===== src/hw/mipsPkg.sv =====
/*
 * MIPS subset CPU shared definitions
 * Data widths, instruction encodings, control states and the
 * request bundle passed from the requesters to the bus arbiter
 */
package mipsPkg;

    typedef logic [31:0] word_t;    // Data word
    typedef logic [31:0] addr_t;    // Byte address
    typedef logic [4:0]  regIdx_t;  // GPR index
    typedef logic [3:0]  byteEn_t;  // One bit per byte lane

    // Primary opcode field, instr[31:26]
    typedef enum logic [5:0] {
        OP_SPECIAL = 6'd0,   // R-type, decoded by funct
        OP_J       = 6'd2,
        OP_BEQ     = 6'd4,
        OP_BNE     = 6'd5,
        OP_ADDIU   = 6'd9,
        OP_SLTI    = 6'd10,
        OP_SLTIU   = 6'd11,
        OP_ANDI    = 6'd12,
        OP_ORI     = 6'd13,
        OP_XORI    = 6'd14,
        OP_LUI     = 6'd15,
        OP_LB      = 6'd32,
        OP_LH      = 6'd33,
        OP_LW      = 6'd35,
        OP_LBU     = 6'd36,
        OP_LHU     = 6'd37,
        OP_SB      = 6'd40,
        OP_SH      = 6'd41,
        OP_SW      = 6'd43
    } opcode_t;

    // Function field of SPECIAL, instr[5:0]
    typedef enum logic [5:0] {
        FN_SLL  = 6'd0,
        FN_SRL  = 6'd2,
        FN_SRA  = 6'd3,
        FN_JR   = 6'd8,
        FN_ADDU = 6'd33,
        FN_SUBU = 6'd35,
        FN_AND  = 6'd36,
        FN_OR   = 6'd37,
        FN_XOR  = 6'd38,
        FN_SLT  = 6'd42,
        FN_SLTU = 6'd43
    } funct_t;

    typedef enum logic [1:0] {
        FETCH,  // Waiting on instruction word
        EXEC,   // Single decode/execute cycle
        MEM,    // Load or store on the bus
        HALT    // Stopped until reset
    } cpuState_t;

    // Data access kind handed to the load/store unit
    typedef enum logic [2:0] {
        LW, LH, LHU, LB, LBU, SW, SH, SB
    } memOp_t;

    // One bus request, 70 bits
    typedef struct packed {
        logic    valid;   // Held until the matching done pulse
        logic    write;   // 0 read, 1 write
        addr_t   addr;
        word_t   wdata;
        byteEn_t byteEn;
    } busReq_t;

    localparam addr_t   resetVector = 32'hBFC0_0000;
    localparam addr_t   haltAddr    = 32'h0000_0000;  // Jump here to stop
    localparam int      numRegs     = 32;
    localparam regIdx_t v0Idx       = 5'd2;

endpackage


===== src/hw/regFile.sv =====
/*
 * General purpose register file
 * 32 x 32, two combinational reads, one clocked write, $zero fixed
 */
`timescale 1ns/1ps

module regFile import mipsPkg::*; (
    input  logic    clk,
    input  logic    reset,
    input  regIdx_t rsIdx,
    input  regIdx_t rtIdx,
    input  logic    wrEn,
    input  regIdx_t wrIdx,
    input  word_t   wrData,
    output word_t   rsData,
    output word_t   rtData,
    output word_t   registerV0
);

    word_t regs [numRegs];

    always_ff @(posedge clk) begin
        if (reset) begin
            for (int i = 0; i < numRegs; i++) regs[i] <= '0;
        end else if (wrEn && (wrIdx != '0)) begin  // $zero never written
            regs[wrIdx] <= wrData;
        end
    end

    assign rsData     = (rsIdx == '0) ? '0 : regs[rsIdx];
    assign rtData     = (rtIdx == '0) ? '0 : regs[rtIdx];
    assign registerV0 = regs[v0Idx];  // Debug view of $v0

endmodule


===== src/hw/instrFetch.sv =====
/*
 * Instruction fetcher
 * Owns the PC and the instruction register and raises a word
 * read at the PC each time the core enters FETCH
 */
`timescale 1ns/1ps

module instrFetch import mipsPkg::*; (
    input  logic    clk,
    input  logic    reset,
    input  logic    fetchEn,     // Core is in FETCH
    input  logic    pcLoad,
    input  addr_t   nextPc,
    input  logic    fetchDone,
    input  word_t   readdata,
    output busReq_t fetchReq,
    output word_t   instr,
    output addr_t   pc,
    output logic    instrValid
);

    logic fetching;  // Request outstanding on the arbiter

    always_ff @(posedge clk) begin
        if (reset) begin
            pc       <= resetVector;
            fetching <= 1'b0;
        end else begin
            if (pcLoad) pc <= nextPc;
            // Done wins, so the same word is never requested twice
            if (fetchDone) fetching <= 1'b0;
            else if (fetchEn) fetching <= 1'b1;
        end
    end

    // Instruction register loads on fetch completion
    always_ff @(posedge clk) begin
        if (fetchDone) instr <= readdata;
    end

    always_comb begin
        fetchReq.valid  = fetching;
        fetchReq.write  = 1'b0;       // Fetches only read
        fetchReq.addr   = pc;
        fetchReq.wdata  = '0;
        fetchReq.byteEn = 4'b1111;    // Whole word
    end

    assign instrValid = fetchDone;

    // Targets come from PC+4, imm<<2 and the JR register
    pcAligned: assert property (@(posedge clk) disable iff (reset) pc[1:0] == 2'b00);

endmodule


===== src/hw/busArbiter.sv =====
/*
 * Avalon-MM bus arbiter
 * Data requests beat fetch requests, a stalled grant stays locked
 * until the transfer completes, then the owner gets a done pulse
 */
`timescale 1ns/1ps

module busArbiter import mipsPkg::*; (
    input  logic    clk,
    input  logic    reset,
    input  busReq_t fetchReq,
    input  busReq_t dataReq,
    input  logic    waitrequest,
    output addr_t   address,
    output logic    read,
    output logic    write,
    output word_t   writedata,
    output byteEn_t byteenable,
    output logic    fetchDone,
    output logic    dataDone
);

    logic    locked;      // Transfer stalled last cycle
    logic    grantReg;    // 1 = data side owned the bus
    logic    grantData;
    busReq_t sel;
    logic    xferDone;

    // Held grant while stalled and fresh priority otherwise
    assign grantData = locked ? grantReg : dataReq.valid;
    assign sel       = grantData ? dataReq : fetchReq;

    assign read       = sel.valid && !sel.write;
    assign write      = sel.valid && sel.write;
    assign address    = sel.addr;
    assign writedata  = sel.wdata;
    assign byteenable = sel.byteEn;

    assign xferDone  = sel.valid && !waitrequest;  // Only waitrequest test in the CPU
    assign fetchDone = xferDone && !grantData;
    assign dataDone  = xferDone && grantData;

    always_ff @(posedge clk) begin
        if (reset) begin
            locked   <= 1'b0;
            grantReg <= 1'b0;
        end else begin
            locked   <= sel.valid && waitrequest;
            grantReg <= grantData;
        end
    end

    // One instruction in flight, so fetch and data never ask together
    oneRequester: assert property (@(posedge clk) disable iff (reset)
        !(fetchReq.valid && dataReq.valid));

    // Requester holds its level and the lock keeps the same owner
    addrStable: assert property (@(posedge clk) disable iff (reset)
        (read || write) && waitrequest |=> $stable(address) && (read || write));

endmodule


===== src/hw/loadStoreUnit.sv =====
/*
 * Load/store unit
 * Captures one access per memStart, aligns it to a word transfer
 * with byte enables, and extracts and extends load data
 */
`timescale 1ns/1ps

module loadStoreUnit import mipsPkg::*; (
    input  logic    clk,
    input  logic    reset,
    input  logic    memStart,
    input  memOp_t  memOp,
    input  addr_t   memAddr,
    input  word_t   storeData,
    input  logic    dataDone,
    input  word_t   readdata,
    output busReq_t dataReq,
    output word_t   loadResult,
    output logic    memDone
);

    logic       pending;     // Request waiting for dataDone
    memOp_t     opQ;
    addr_t      addrQ;
    word_t      storeQ;
    logic [4:0] laneShift;   // Byte offset times 8
    word_t      shifted;

    always_ff @(posedge clk) begin
        if (reset) pending <= 1'b0;
        else if (dataDone) pending <= 1'b0;
        else if (memStart) pending <= 1'b1;
    end

    // Access payload
    always_ff @(posedge clk) begin
        if (memStart) begin
            opQ    <= memOp;
            addrQ  <= memAddr;
            storeQ <= storeData;
        end
    end

    assign laneShift = {addrQ[1:0], 3'b000};

    always_comb begin
        dataReq.valid = pending;
        dataReq.write = opQ inside {SW, SH, SB};
        dataReq.addr  = {addrQ[31:2], 2'b00};  // Bus sees word addresses only
        case (opQ)
            SB: begin
                dataReq.byteEn = byteEn_t'(4'b0001 << addrQ[1:0]);
                dataReq.wdata  = {24'd0, storeQ[7:0]} << laneShift;
            end
            SH: begin
                dataReq.byteEn = byteEn_t'(4'b0011 << addrQ[1:0]);
                dataReq.wdata  = {16'd0, storeQ[15:0]} << laneShift;
            end
            default: begin  // Words and all loads
                dataReq.byteEn = 4'b1111;
                dataReq.wdata  = storeQ;
            end
        endcase
    end

    // Bring the selected lane down to bit 0
    assign shifted = readdata >> laneShift;

    always_comb begin
        case (opQ)
            LB:      loadResult = {{24{shifted[7]}}, shifted[7:0]};
            LBU:     loadResult = {24'd0, shifted[7:0]};
            LH:      loadResult = {{16{shifted[15]}}, shifted[15:0]};
            LHU:     loadResult = {16'd0, shifted[15:0]};
            default: loadResult = readdata;  // LW
        endcase
    end

    assign memDone = dataDone;

    // Core computes the address, program keeps halves aligned
    halfAligned: assert property (@(posedge clk) disable iff (reset)
        dataReq.valid && (opQ inside {LH, LHU, SH}) |-> !addrQ[0]);

endmodule


===== src/hw/execCore.sv =====
/*
 * Execution core
 * FETCH/EXEC/MEM/HALT sequencer with decode, ALU, branch and
 * jump resolution, and register write-back
 */
`timescale 1ns/1ps

module execCore import mipsPkg::*; (
    input  logic    clk,
    input  logic    reset,
    input  word_t   instr,
    input  addr_t   pc,
    input  logic    instrValid,
    input  word_t   loadResult,
    input  logic    memDone,
    input  word_t   rsData,
    input  word_t   rtData,
    output logic    active,
    output logic    fetchEn,
    output logic    pcLoad,
    output addr_t   nextPc,
    output logic    memStart,
    output memOp_t  memOp,
    output addr_t   memAddr,
    output word_t   storeData,
    output regIdx_t rsIdx,
    output regIdx_t rtIdx,
    output logic    wrEn,
    output regIdx_t wrIdx,
    output word_t   wrData
);

    cpuState_t  state;
    opcode_t    opcode;
    funct_t     funct;
    logic [4:0] shamt;
    word_t      immSext, immZext;
    addr_t      pcPlus4, branchTarget, target;
    word_t      aluResult;
    logic       aluWrite, isJump, isLoad, isStore, halt;

    // Field split
    assign opcode  = opcode_t'(instr[31:26]);
    assign funct   = funct_t'(instr[5:0]);
    assign shamt   = instr[10:6];
    assign rsIdx   = instr[25:21];
    assign rtIdx   = instr[20:16];
    assign immSext = {{16{instr[15]}}, instr[15:0]};
    assign immZext = {16'd0, instr[15:0]};

    assign pcPlus4      = pc + 32'd4;
    assign branchTarget = pcPlus4 + {immSext[29:0], 2'b00};

    always_comb begin
        aluResult = '0;
        aluWrite  = 1'b0;
        wrIdx     = rtIdx;          // I-type and loads
        target    = pcPlus4;        // Fall through
        isJump    = 1'b0;
        isLoad    = 1'b0;
        isStore   = 1'b0;
        memOp     = LW;
        case (opcode)
            OP_SPECIAL: begin
                wrIdx    = instr[15:11];  // rd
                aluWrite = 1'b1;
                case (funct)
                    FN_ADDU: aluResult = rsData + rtData;
                    FN_SUBU: aluResult = rsData - rtData;
                    FN_AND:  aluResult = rsData & rtData;
                    FN_OR:   aluResult = rsData | rtData;
                    FN_XOR:  aluResult = rsData ^ rtData;
                    FN_SLT:  aluResult = {31'd0, $signed(rsData) < $signed(rtData)};
                    FN_SLTU: aluResult = {31'd0, rsData < rtData};
                    FN_SLL:  aluResult = rtData << shamt;
                    FN_SRL:  aluResult = rtData >> shamt;
                    FN_SRA:  aluResult = word_t'($signed(rtData) >>> shamt);
                    FN_JR: begin
                        aluWrite = 1'b0;
                        isJump   = 1'b1;
                        target   = rsData;
                    end
                    default: aluWrite = 1'b0;  // Unknown funct is a no-op
                endcase
            end
            OP_J: begin
                isJump = 1'b1;
                target = {pcPlus4[31:28], instr[25:0], 2'b00};
            end
            OP_BEQ: if (rsData == rtData) target = branchTarget;
            OP_BNE: if (rsData != rtData) target = branchTarget;
            OP_ADDIU: begin aluWrite = 1'b1; aluResult = rsData + immSext; end
            OP_SLTI:  begin aluWrite = 1'b1; aluResult = {31'd0, $signed(rsData) < $signed(immSext)}; end
            OP_SLTIU: begin aluWrite = 1'b1; aluResult = {31'd0, rsData < immSext}; end
            OP_ANDI:  begin aluWrite = 1'b1; aluResult = rsData & immZext; end
            OP_ORI:   begin aluWrite = 1'b1; aluResult = rsData | immZext; end
            OP_XORI:  begin aluWrite = 1'b1; aluResult = rsData ^ immZext; end
            OP_LUI:   begin aluWrite = 1'b1; aluResult = {instr[15:0], 16'd0}; end
            OP_LW:    begin isLoad = 1'b1; memOp = LW; end
            OP_LH:    begin isLoad = 1'b1; memOp = LH; end
            OP_LHU:   begin isLoad = 1'b1; memOp = LHU; end
            OP_LB:    begin isLoad = 1'b1; memOp = LB; end
            OP_LBU:   begin isLoad = 1'b1; memOp = LBU; end
            OP_SW:    begin isStore = 1'b1; memOp = SW; end
            OP_SH:    begin isStore = 1'b1; memOp = SH; end
            OP_SB:    begin isStore = 1'b1; memOp = SB; end
            default: ;  // Unknown opcode, just advance
        endcase
    end

    assign halt      = isJump && (target == haltAddr);
    assign memAddr   = rsData + immSext;
    assign storeData = rtData;

    always_ff @(posedge clk) begin
        if (reset) begin
            state <= FETCH;
        end else begin
            case (state)
                FETCH: if (instrValid) state <= EXEC;
                EXEC: begin
                    if (isLoad || isStore) state <= MEM;
                    else if (halt) state <= HALT;
                    else state <= FETCH;
                end
                MEM: if (memDone) state <= FETCH;
                default: state <= HALT;  // Only reset leaves HALT
            endcase
        end
    end

    assign active   = (state != HALT);
    assign fetchEn  = (state == FETCH);
    assign memStart = (state == EXEC) && (isLoad || isStore);
    assign pcLoad   = ((state == EXEC) && !(isLoad || isStore) && !halt)
                    || ((state == MEM) && memDone);
    assign nextPc   = (state == MEM) ? pcPlus4 : target;
    // Loads write in the memDone cycle
    assign wrEn     = ((state == EXEC) && aluWrite) || ((state == MEM) && memDone && isLoad);
    assign wrData   = (state == MEM) ? loadResult : aluResult;

endmodule


===== src/hw/mipsCpuBus.sv =====
/*
 * MIPS subset CPU, Avalon-MM master
 * Multicycle core with a fetcher and a load/store unit sharing
 * the single memory port through a bus arbiter
 */
`timescale 1ns/1ps

module mipsCpuBus import mipsPkg::*; (
    input  logic    clk,
    input  logic    reset,
    output logic    active,
    output word_t   registerV0,

    // Avalon-MM master
    output addr_t   address,
    output logic    write,
    output logic    read,
    input  logic    waitrequest,
    output word_t   writedata,
    output byteEn_t byteenable,
    input  word_t   readdata
);

    busReq_t fetchReq;
    busReq_t dataReq;
    logic    fetchDone;
    logic    dataDone;

    // Core to fetcher
    logic    fetchEn;
    logic    pcLoad;
    addr_t   nextPc;
    word_t   instr;
    addr_t   pc;
    logic    instrValid;

    // Core to load/store unit
    logic    memStart;
    memOp_t  memOp;
    addr_t   memAddr;
    word_t   storeData;
    word_t   loadResult;
    logic    memDone;

    // Register file ports
    regIdx_t rsIdx;
    regIdx_t rtIdx;
    logic    wrEn;
    regIdx_t wrIdx;
    word_t   wrData;
    word_t   rsData;
    word_t   rtData;

    instrFetch i_instrFetch (
        .clk, .reset, .fetchEn, .pcLoad, .nextPc, .fetchDone, .readdata,
        .fetchReq, .instr, .pc, .instrValid
    );

    busArbiter i_busArbiter (
        .clk, .reset, .fetchReq, .dataReq, .waitrequest,
        .address, .read, .write, .writedata, .byteenable, .fetchDone, .dataDone
    );

    loadStoreUnit i_loadStoreUnit (
        .clk, .reset, .memStart, .memOp, .memAddr, .storeData, .dataDone, .readdata,
        .dataReq, .loadResult, .memDone
    );

    execCore i_execCore (
        .clk, .reset, .instr, .pc, .instrValid, .loadResult, .memDone, .rsData, .rtData,
        .active, .fetchEn, .pcLoad, .nextPc, .memStart, .memOp, .memAddr, .storeData,
        .rsIdx, .rtIdx, .wrEn, .wrIdx, .wrData
    );

    regFile i_regFile (
        .clk, .reset, .rsIdx, .rtIdx, .wrEn, .wrIdx, .wrData,
        .rsData, .rtData, .registerV0
    );

endmodule


===== config.mk =====
export PLATFORM = sky130hd
export DESIGN_NAME = mipsCpuBus
export DESIGN_NICKNAME = d
export VERILOG_FILES = /design/src/hw/mipsPkg.sv /design/src/hw/regFile.sv /design/src/hw/instrFetch.sv /design/src/hw/busArbiter.sv /design/src/hw/loadStoreUnit.sv /design/src/hw/execCore.sv /design/src/hw/mipsCpuBus.sv
export SDC_FILE = /design/constraint.sdc
export NUM_CORES = 2
export LEC_CHECK = 0
export BUFFER_PORTS_ARGS = -buffer_cell sky130_fd_sc_hd__buf_2
export CORE_UTILIZATION = 30
export CTS_BUF_LIST = sky130_fd_sc_hd__clkbuf_4 sky130_fd_sc_hd__clkbuf_8
export DETAILED_ROUTE_END_ITERATION = 6
export PLACE_DENSITY = 0.5
export SLEW_MARGIN = 10
export SYNTH_ARGS = -nofsm -noshare
export SYNTH_HDL_FRONTEND = slang
export SYNTH_SLANG_ARGS = --single-unit

===== constraint.sdc =====
create_clock -name clk -period 10.9 [get_ports clk]
set_clock_uncertainty 0.1 [all_clocks]
set_input_delay 1.09 -clock clk [delete_from_list [all_inputs] [get_ports clk]]
set_output_delay 1.09 -clock clk [all_outputs]
set_load 0.01 [all_outputs]

* After elaboration in Yosys (flattened, before gate mapping) *
Memories as Yosys holds them, arrays and structs flattened. A register that Yosys moved wholly into a read port is not among the register bits.
Cells that the tools add are included.
Widths: inputs -> output; s select.

operators by class
  add/subtract/negate cells = 5
  magnitude comparators = 4
  eq/ne operators = 42
  shift-type cells = 8
  multiplexer cells = 37
  bitwise gates (word level) = 6
  reductions and logical operators = 38

operators with widths
  cell                   number
  $pmux 32 s10           1
  $mux 32                8
  $pmux 32 s4            2
  $pmux 32 s8            1
  $add 32x32->32         3
  $lt 32x32->1           3
  $eq 6x6->1 const B     15
  $pmux 36 s2            1
  $mux 70                1
  $eq 6x4->1 const B     8
  $add 32x3->32 const B  1
  $and 32x16->32         1
  $and 32x32->32         1
  $eq 32x32->1           1
  $logic_not 32->1       1
  $lt 32x16->1           1
  $ne 32x32->1           1
  $or 32x16->32          1
  $or 32x32->32          1
  $reduce_or 32->1       1
  $shl 16x5->32          1
  $shl 32x5->32          1
  $shl 8x5->32           1
  $shr 32x5->16          1
  36 further kinds       83

word-level totals
  register bits = 137
  bits in writable memories = 1024
  bits of input ports = 35
  output and inout bits = 103
  word-level logic and storage cells = 151
  memories kept = 1

memory list
  name            words  bits a word  read ports  clocked after memory_dff  write ports  RTL line       RTL
  i_regFile.regs  32     32           3           2                         32           regFile.sv:20  word_t regs [numRegs];

* Logic depth before layout (Yosys ltp) *
  depth in word-level cells = 14
  gate-level depth with buffers = 33
  mapped depth without buffers = 22

* Cells and area by module *
Synthesis repeated with hierarchy kept, for this count alone.

second synthesis, totals
  cells, all modules = 6692
  area total of the unflattened synthesis = 78129.9 um^2

modules (own cells, without submodules)
  module         times used  cells an instance  area an instance (um^2)  sequential area each (um^2)
  regFile        1           3492               54086.9                  30749.5
  execCore       1           2484               16304.4                  40.0
  loadStoreUnit  1           414                4000.1                   2031.9
  instrFetch     1           212                2710.1                   1621.6
  busArbiter     1           90                 1028.5                   40.0

* Worst setup path before layout *
No wires, ideal clock.

  path type = reg2reg
  from = register with a tool-made name
  to = register i_instrFetch.pc[26]
  library setup time = 0.137 ns
  arrival = 8.100 ns
  data required time = 10.663 ns
  path slack = 2.564 ns
  stages on the path, launching flop included = 33
  buffers on the path = 12
  clock period less this slack = 8.336 ns
  path through = dfxtp_1 > buf_6 > buf_4 > buf_2 > buf_2 > buf_2 > buf_2 > buf_1 > buf_2 > mux4_2 > mux4_2 > mux2i_1 > nor2_1 > inv_1 > ha_1 > clkbuf_1 > or3_1 > or4_1 > inv_1 > nand3_1 > or4_1 > buf_6 > mux2i_1 > or3b_2 > a2bb2o_1 > a2111oi_0 > nand4_1 > nor4_2 > a211oi_1 > buf_2 > buf_2 > o221ai_1 > nand3_1

RTL lines
  item                  RTL line          RTL
  end signal, assigned  instrFetch.sv:26  pc <= resetVector;
  end signal, assigned  instrFetch.sv:29  if (pcLoad) pc <= nextPc;
  end, declared         instrFetch.sv:18  output addr_t pc,

==> flow_metrics.py <==
metrics = {
    "outcome": {
        "status": "finished with violations",
        "violations": "DRC",
    },
    "logic_synthesis": {
        "synth_flop_cell": "sky130_fd_sc_hd__edfxtp_1",
        "ys_seq_elements": 1171,
        "async_reset_ff_share_pct": 0,
        "synth.cell_area_um2": 75100,
        "synthesis.instances": 6601,
        "synth_edf_count": 1123,
        "ys_types": 95,
        "sequential_fraction_of_the_synthesis_area_pct": 46.2,
        "ys_warn_count": 0,
        "post_synth.cell_area_avg_um2": 11.4,
    },
    "min_path": {
        "min_path_type": "input pin to register",
        "timing.hold.worst_path_depth": 1,
        "timing.hold.worst.start": "readdata[1]",
        "timing.hold.worst_endpoint": "i_instrFetch.instr[1]",
    },
    "power": {
        "pwr_density_cell_nw_per_um2": 153,
        "total_leakage_power_nw": 29.6,
        "vdd_ir_drop_max_v": 0.000155,
    },
    "global_route": {
        "grt_pass1_vias": 59776,
        "grt-ovfl-total": 0,
        "grt_antenna_before_repair": 20,
        "groute.usage.overall_pct": 28.0,
        "grt_first_pass_wirelength_mm": 492,
        "grt_max_degree": 79,
    },
    "timing": {
        "setup-violations-final": 0,
        "max_slew_margin_pct": 8.92,
        "holdWs_ns": 0.243,
        "number_of_max_slew_violations_in_the_final_report": 0,
        "worst-slew-pin-transition_ns": 1.35,
        "rsz_0062_raised_after_global_routing": "false",
        "fin_crit_ns": 9.94,
        "timing_hold_violations_final": 0,
        "finalSetupTns_ns": 0,
        "post-route-period-util_pct": 91.2,
        "maxClockFrequency_mhz": 101,
    },
    "placed_design": {
        "finalWeightedCongestion": 1.02,
        "placedInstanceArea_um2": 80500,
        "dp.final_hpwl_mm": 240,
        "placement.io_buffers": 137,
    },
    "clock_network": {
        "ctsResizeCount": 0,
        "cts.reportedPaths.clkPinSlew_ns": 0.06,
        "clock-sinks": 1171,
        "post-cts-setup-buffers": 0,
        "tritoncts": "yes",
        "numCtsBuffers": 202,
        "cts.htree.levels": 4,
        "root_buffer": "sky130_fd_sc_hd__clkbuf_8",
        "clk-insertion-delay-late_ns": 1.04,
        "clock_tree.buffer_depth": 3,
        "holdBufCountCts": 0,
    },
    "worst_setup_path": {
        "crit_path_start_kind": "register",
        "worst_r2r_endpoint": "i_instrFetch.pc[7]",
        "worst_path_largest_cell_delay_ns": 0.78,
        "setup.worst_path.end_class": "register",
        "worstRegToRegCells": 24,
        "cp_data_required_time_ns": 11.62,
        "timing.critical_path.max_delay_family": "simple AND/OR/NAND/NOR gates",
        "worstPathMaxFanout": 28,
        "worstPathArrival_ns": 10.66,
        "worst-path-buf-inv": 6,
        "worst-setup-path-type": "register to register",
        "reg2reg_slack_ns": 0.96,
        "critPathSlowestCell": "sky130_fd_sc_hd__or4_1",
        "crit_path_cell_trace": "buf_12, buf_4, mux4_2, mux4_2, mux2i_1, buf_4, nor2_1, buf_4, inv_1, ha_1, or4_1, or4_1, inv_1, nand3_1, or4_1, mux2i_1, or3b_2, a2bb2o_1, a2111oi_0, nand4_1, nor4_2, a211o_1, nand2_4, a32o_1",
    },
    "floorplan": {
        "io_pins": 138,
        "num_rows": 183,
        "floorplan.die.width_um": 502,
        "area_of_the_die_um2": 252000,
        "dieHeight_um": 502,
        "start_util_pct": 30.2,
        "core-area_um2": 249000,
    },
    "routing": {
        "detail_route.vias_per_cell": 6.06,
        "drt-total-wl_mm": 360,
        "drt.antenna.violating_nets": 0,
        "dr_total_vias": 61554,
        "remaining_drc_errors": 3,
        "wire_per_inst_um": 35.4,
        "drt-pass1-iter-count": 7,
        "drt_iter0_markers": 8418,
    },
    "finish": {
        "layout_cells_sized_above_1_pct": 22.1,
        "fill_cells": 24954,
        "final_core_util_pct": 34.1,
        "nets": 6894,
        "final_cell_area_um2": 84700,
        "syn_to_final_growth_pct": 12.9,
    },
    "run": {
        "max-cap-violations": 0,
    },
}
[metrics by stage]
step | setup slack (ns) | instances | power [mW]
3_3_place_gp | 1.37 | 9774 | 8.70
2_1_floorplan | 2.56 | 6632 | 7.31
3_5_place_dp | 1.22 | 9775 | 8.69
5_1_grt | 0.655 | 10155 | 13.4
4_1_cts | 1.08 | 10147 | 12.9
6_report | 0.956 | 10160 | 13.0
[how the worst max path moves through the flow]
| stage | startpoint | endpoint | slack [ns] | cells after the start |
|---|---|---|---|---|
| finish | register | i_instrFetch.pc[7] | 0.96 | 24 |
| global route | register | i_instrFetch.pc[19] | 0.66 | 25 |
| CTS | register | i_instrFetch.pc[7] | 1.08 | 24 |
| detailed placement | register | i_instrFetch.pc[7] | 1.22 | 24 |
| global placement | register | i_instrFetch.pc[19] | 1.37 | 25 |
| floorplan | register | i_instrFetch.pc[26] | 2.56 | 32 |
[layout make-up]
class                           count  area, um^2  area share [%]
Antenna cell                       13        32.5          0.0384
Clock buffer                      267        3270            3.86
Clock inverter                    105         895            1.06
Inverter                          157         592           0.698
Multi-Input combinational cell   4721       38200            45.1
Sequential cell                  1171       34700            41.0
Tap cell                         3330        4170            4.92
Timing Repair Buffer              396        2830            3.34
[placed cells by master (no fill, tap or decap), drive strengths merged, types with 19 or more instances in the layout]
| cell | n |
|---|---|
| nand2b | 51 |
| a21o | 43 |
| a31oi | 37 |
| xnor2 | 72 |
| ha | 208 |
| nor2b | 33 |
| a22oi | 76 |
| nor4 | 21 |
| clkbuf | 267 |
| a221oi | 38 |
| nor3 | 163 |
| nand3 | 94 |
| and2 | 45 |
| buf | 396 |
| mux2 | 67 |
| o221ai | 19 |
| conb | 32 |
| a21oi | 338 |
| clkinv | 84 |
| o21ai | 227 |
| o31ai | 22 |
| xor2 | 38 |
| inv | 165 |
| mux4 | 552 |
| a22o | 23 |
| and3 | 31 |
| mux2i | 314 |
| a211oi | 44 |
| o21bai | 32 |
| edfxtp | 1123 |
| nand2 | 398 |
| nand4 | 36 |
| or3 | 22 |
| dfxtp | 48 |
| o22ai | 90 |
| o211ai | 34 |
| nor2 | 1272 |
[cells in the mapped netlist, drive strengths merged (21+ instances only)]
cell type | count | area [um^2]
a21oi | 338 | 1690
edfxtp | 1123 | 33700
and2 | 45 | 282
nor2b | 33 | 206
xor2 | 38 | 333
nand2 | 398 | 1500
nand3 | 94 | 470
nor4 | 21 | 138
nor3 | 163 | 816
mux2i | 314 | 3160
a22oi | 76 | 571
o22ai | 90 | 563
dfxtp | 48 | 961
mux2 | 67 | 754
a221oi | 38 | 333
mux4 | 552 | 12400
or3 | 22 | 138
inv | 155 | 582
o31ai | 22 | 165
nor2 | 1272 | 4780
a22o | 23 | 201
o211ai | 34 | 255
a21o | 43 | 323
ha | 208 | 2600
xnor2 | 72 | 631
buf | 189 | 938
and3 | 31 | 194
a31oi | 37 | 231
a211oi | 44 | 340
nand4 | 36 | 225
o21bai | 32 | 240
nand2b | 51 | 319
o21ai | 227 | 1140
clkbuf | 394 | 1480
[registers in the layout, indices dropped and copies added, names as in the netlist, named ones only]
register / flops
i_regFile.regs: 1024
i_instrFetch.instr: 32
i_instrFetch.pc: 32
i_loadStoreUnit.addrQ: 32
i_loadStoreUnit.storeQ: 32
i_loadStoreUnit.opQ: 3
i_execCore.state: 2
i_busArbiter.grantReg: 1
i_busArbiter.locked: 1
i_instrFetch.fetching: 1
i_loadStoreUnit.pending: 1
[metal layers]
layer / up-vias / GRT usage (%) / wire [um]
li1: 25114 / - / -
met1: 31569 / 36.3 / 142000
met2: 3970 / 43.8 / 162000
met3: 885 / 5.90 / 34500
met4: 16 / 14.8 / 21900
met5: - / 0 / 116
[cells by family after synthesis]
kind of cell    after synthesis  synth area share, %
simple gates               2232                 12.7
xor+xnor                    110                 1.28
buf+inv                     740                 4.01
mux                         933                 21.8
compound gates             1203                 10.4
fa+ha+maj                   211                 3.53
other cells                   1              0.00500
flops                      1171                 46.2
[power breakdown]
part	total, mW	leakage [nW]	switching [mW]	internal, mW
registers	5.27	11.8	0.164	5.10
clock network	4.28	2.18	2.08	2.21
logic	3.44	15.5	2.26	1.18
total	13.0	29.6	4.50	8.49
Power figures use the tool's default switching activity.
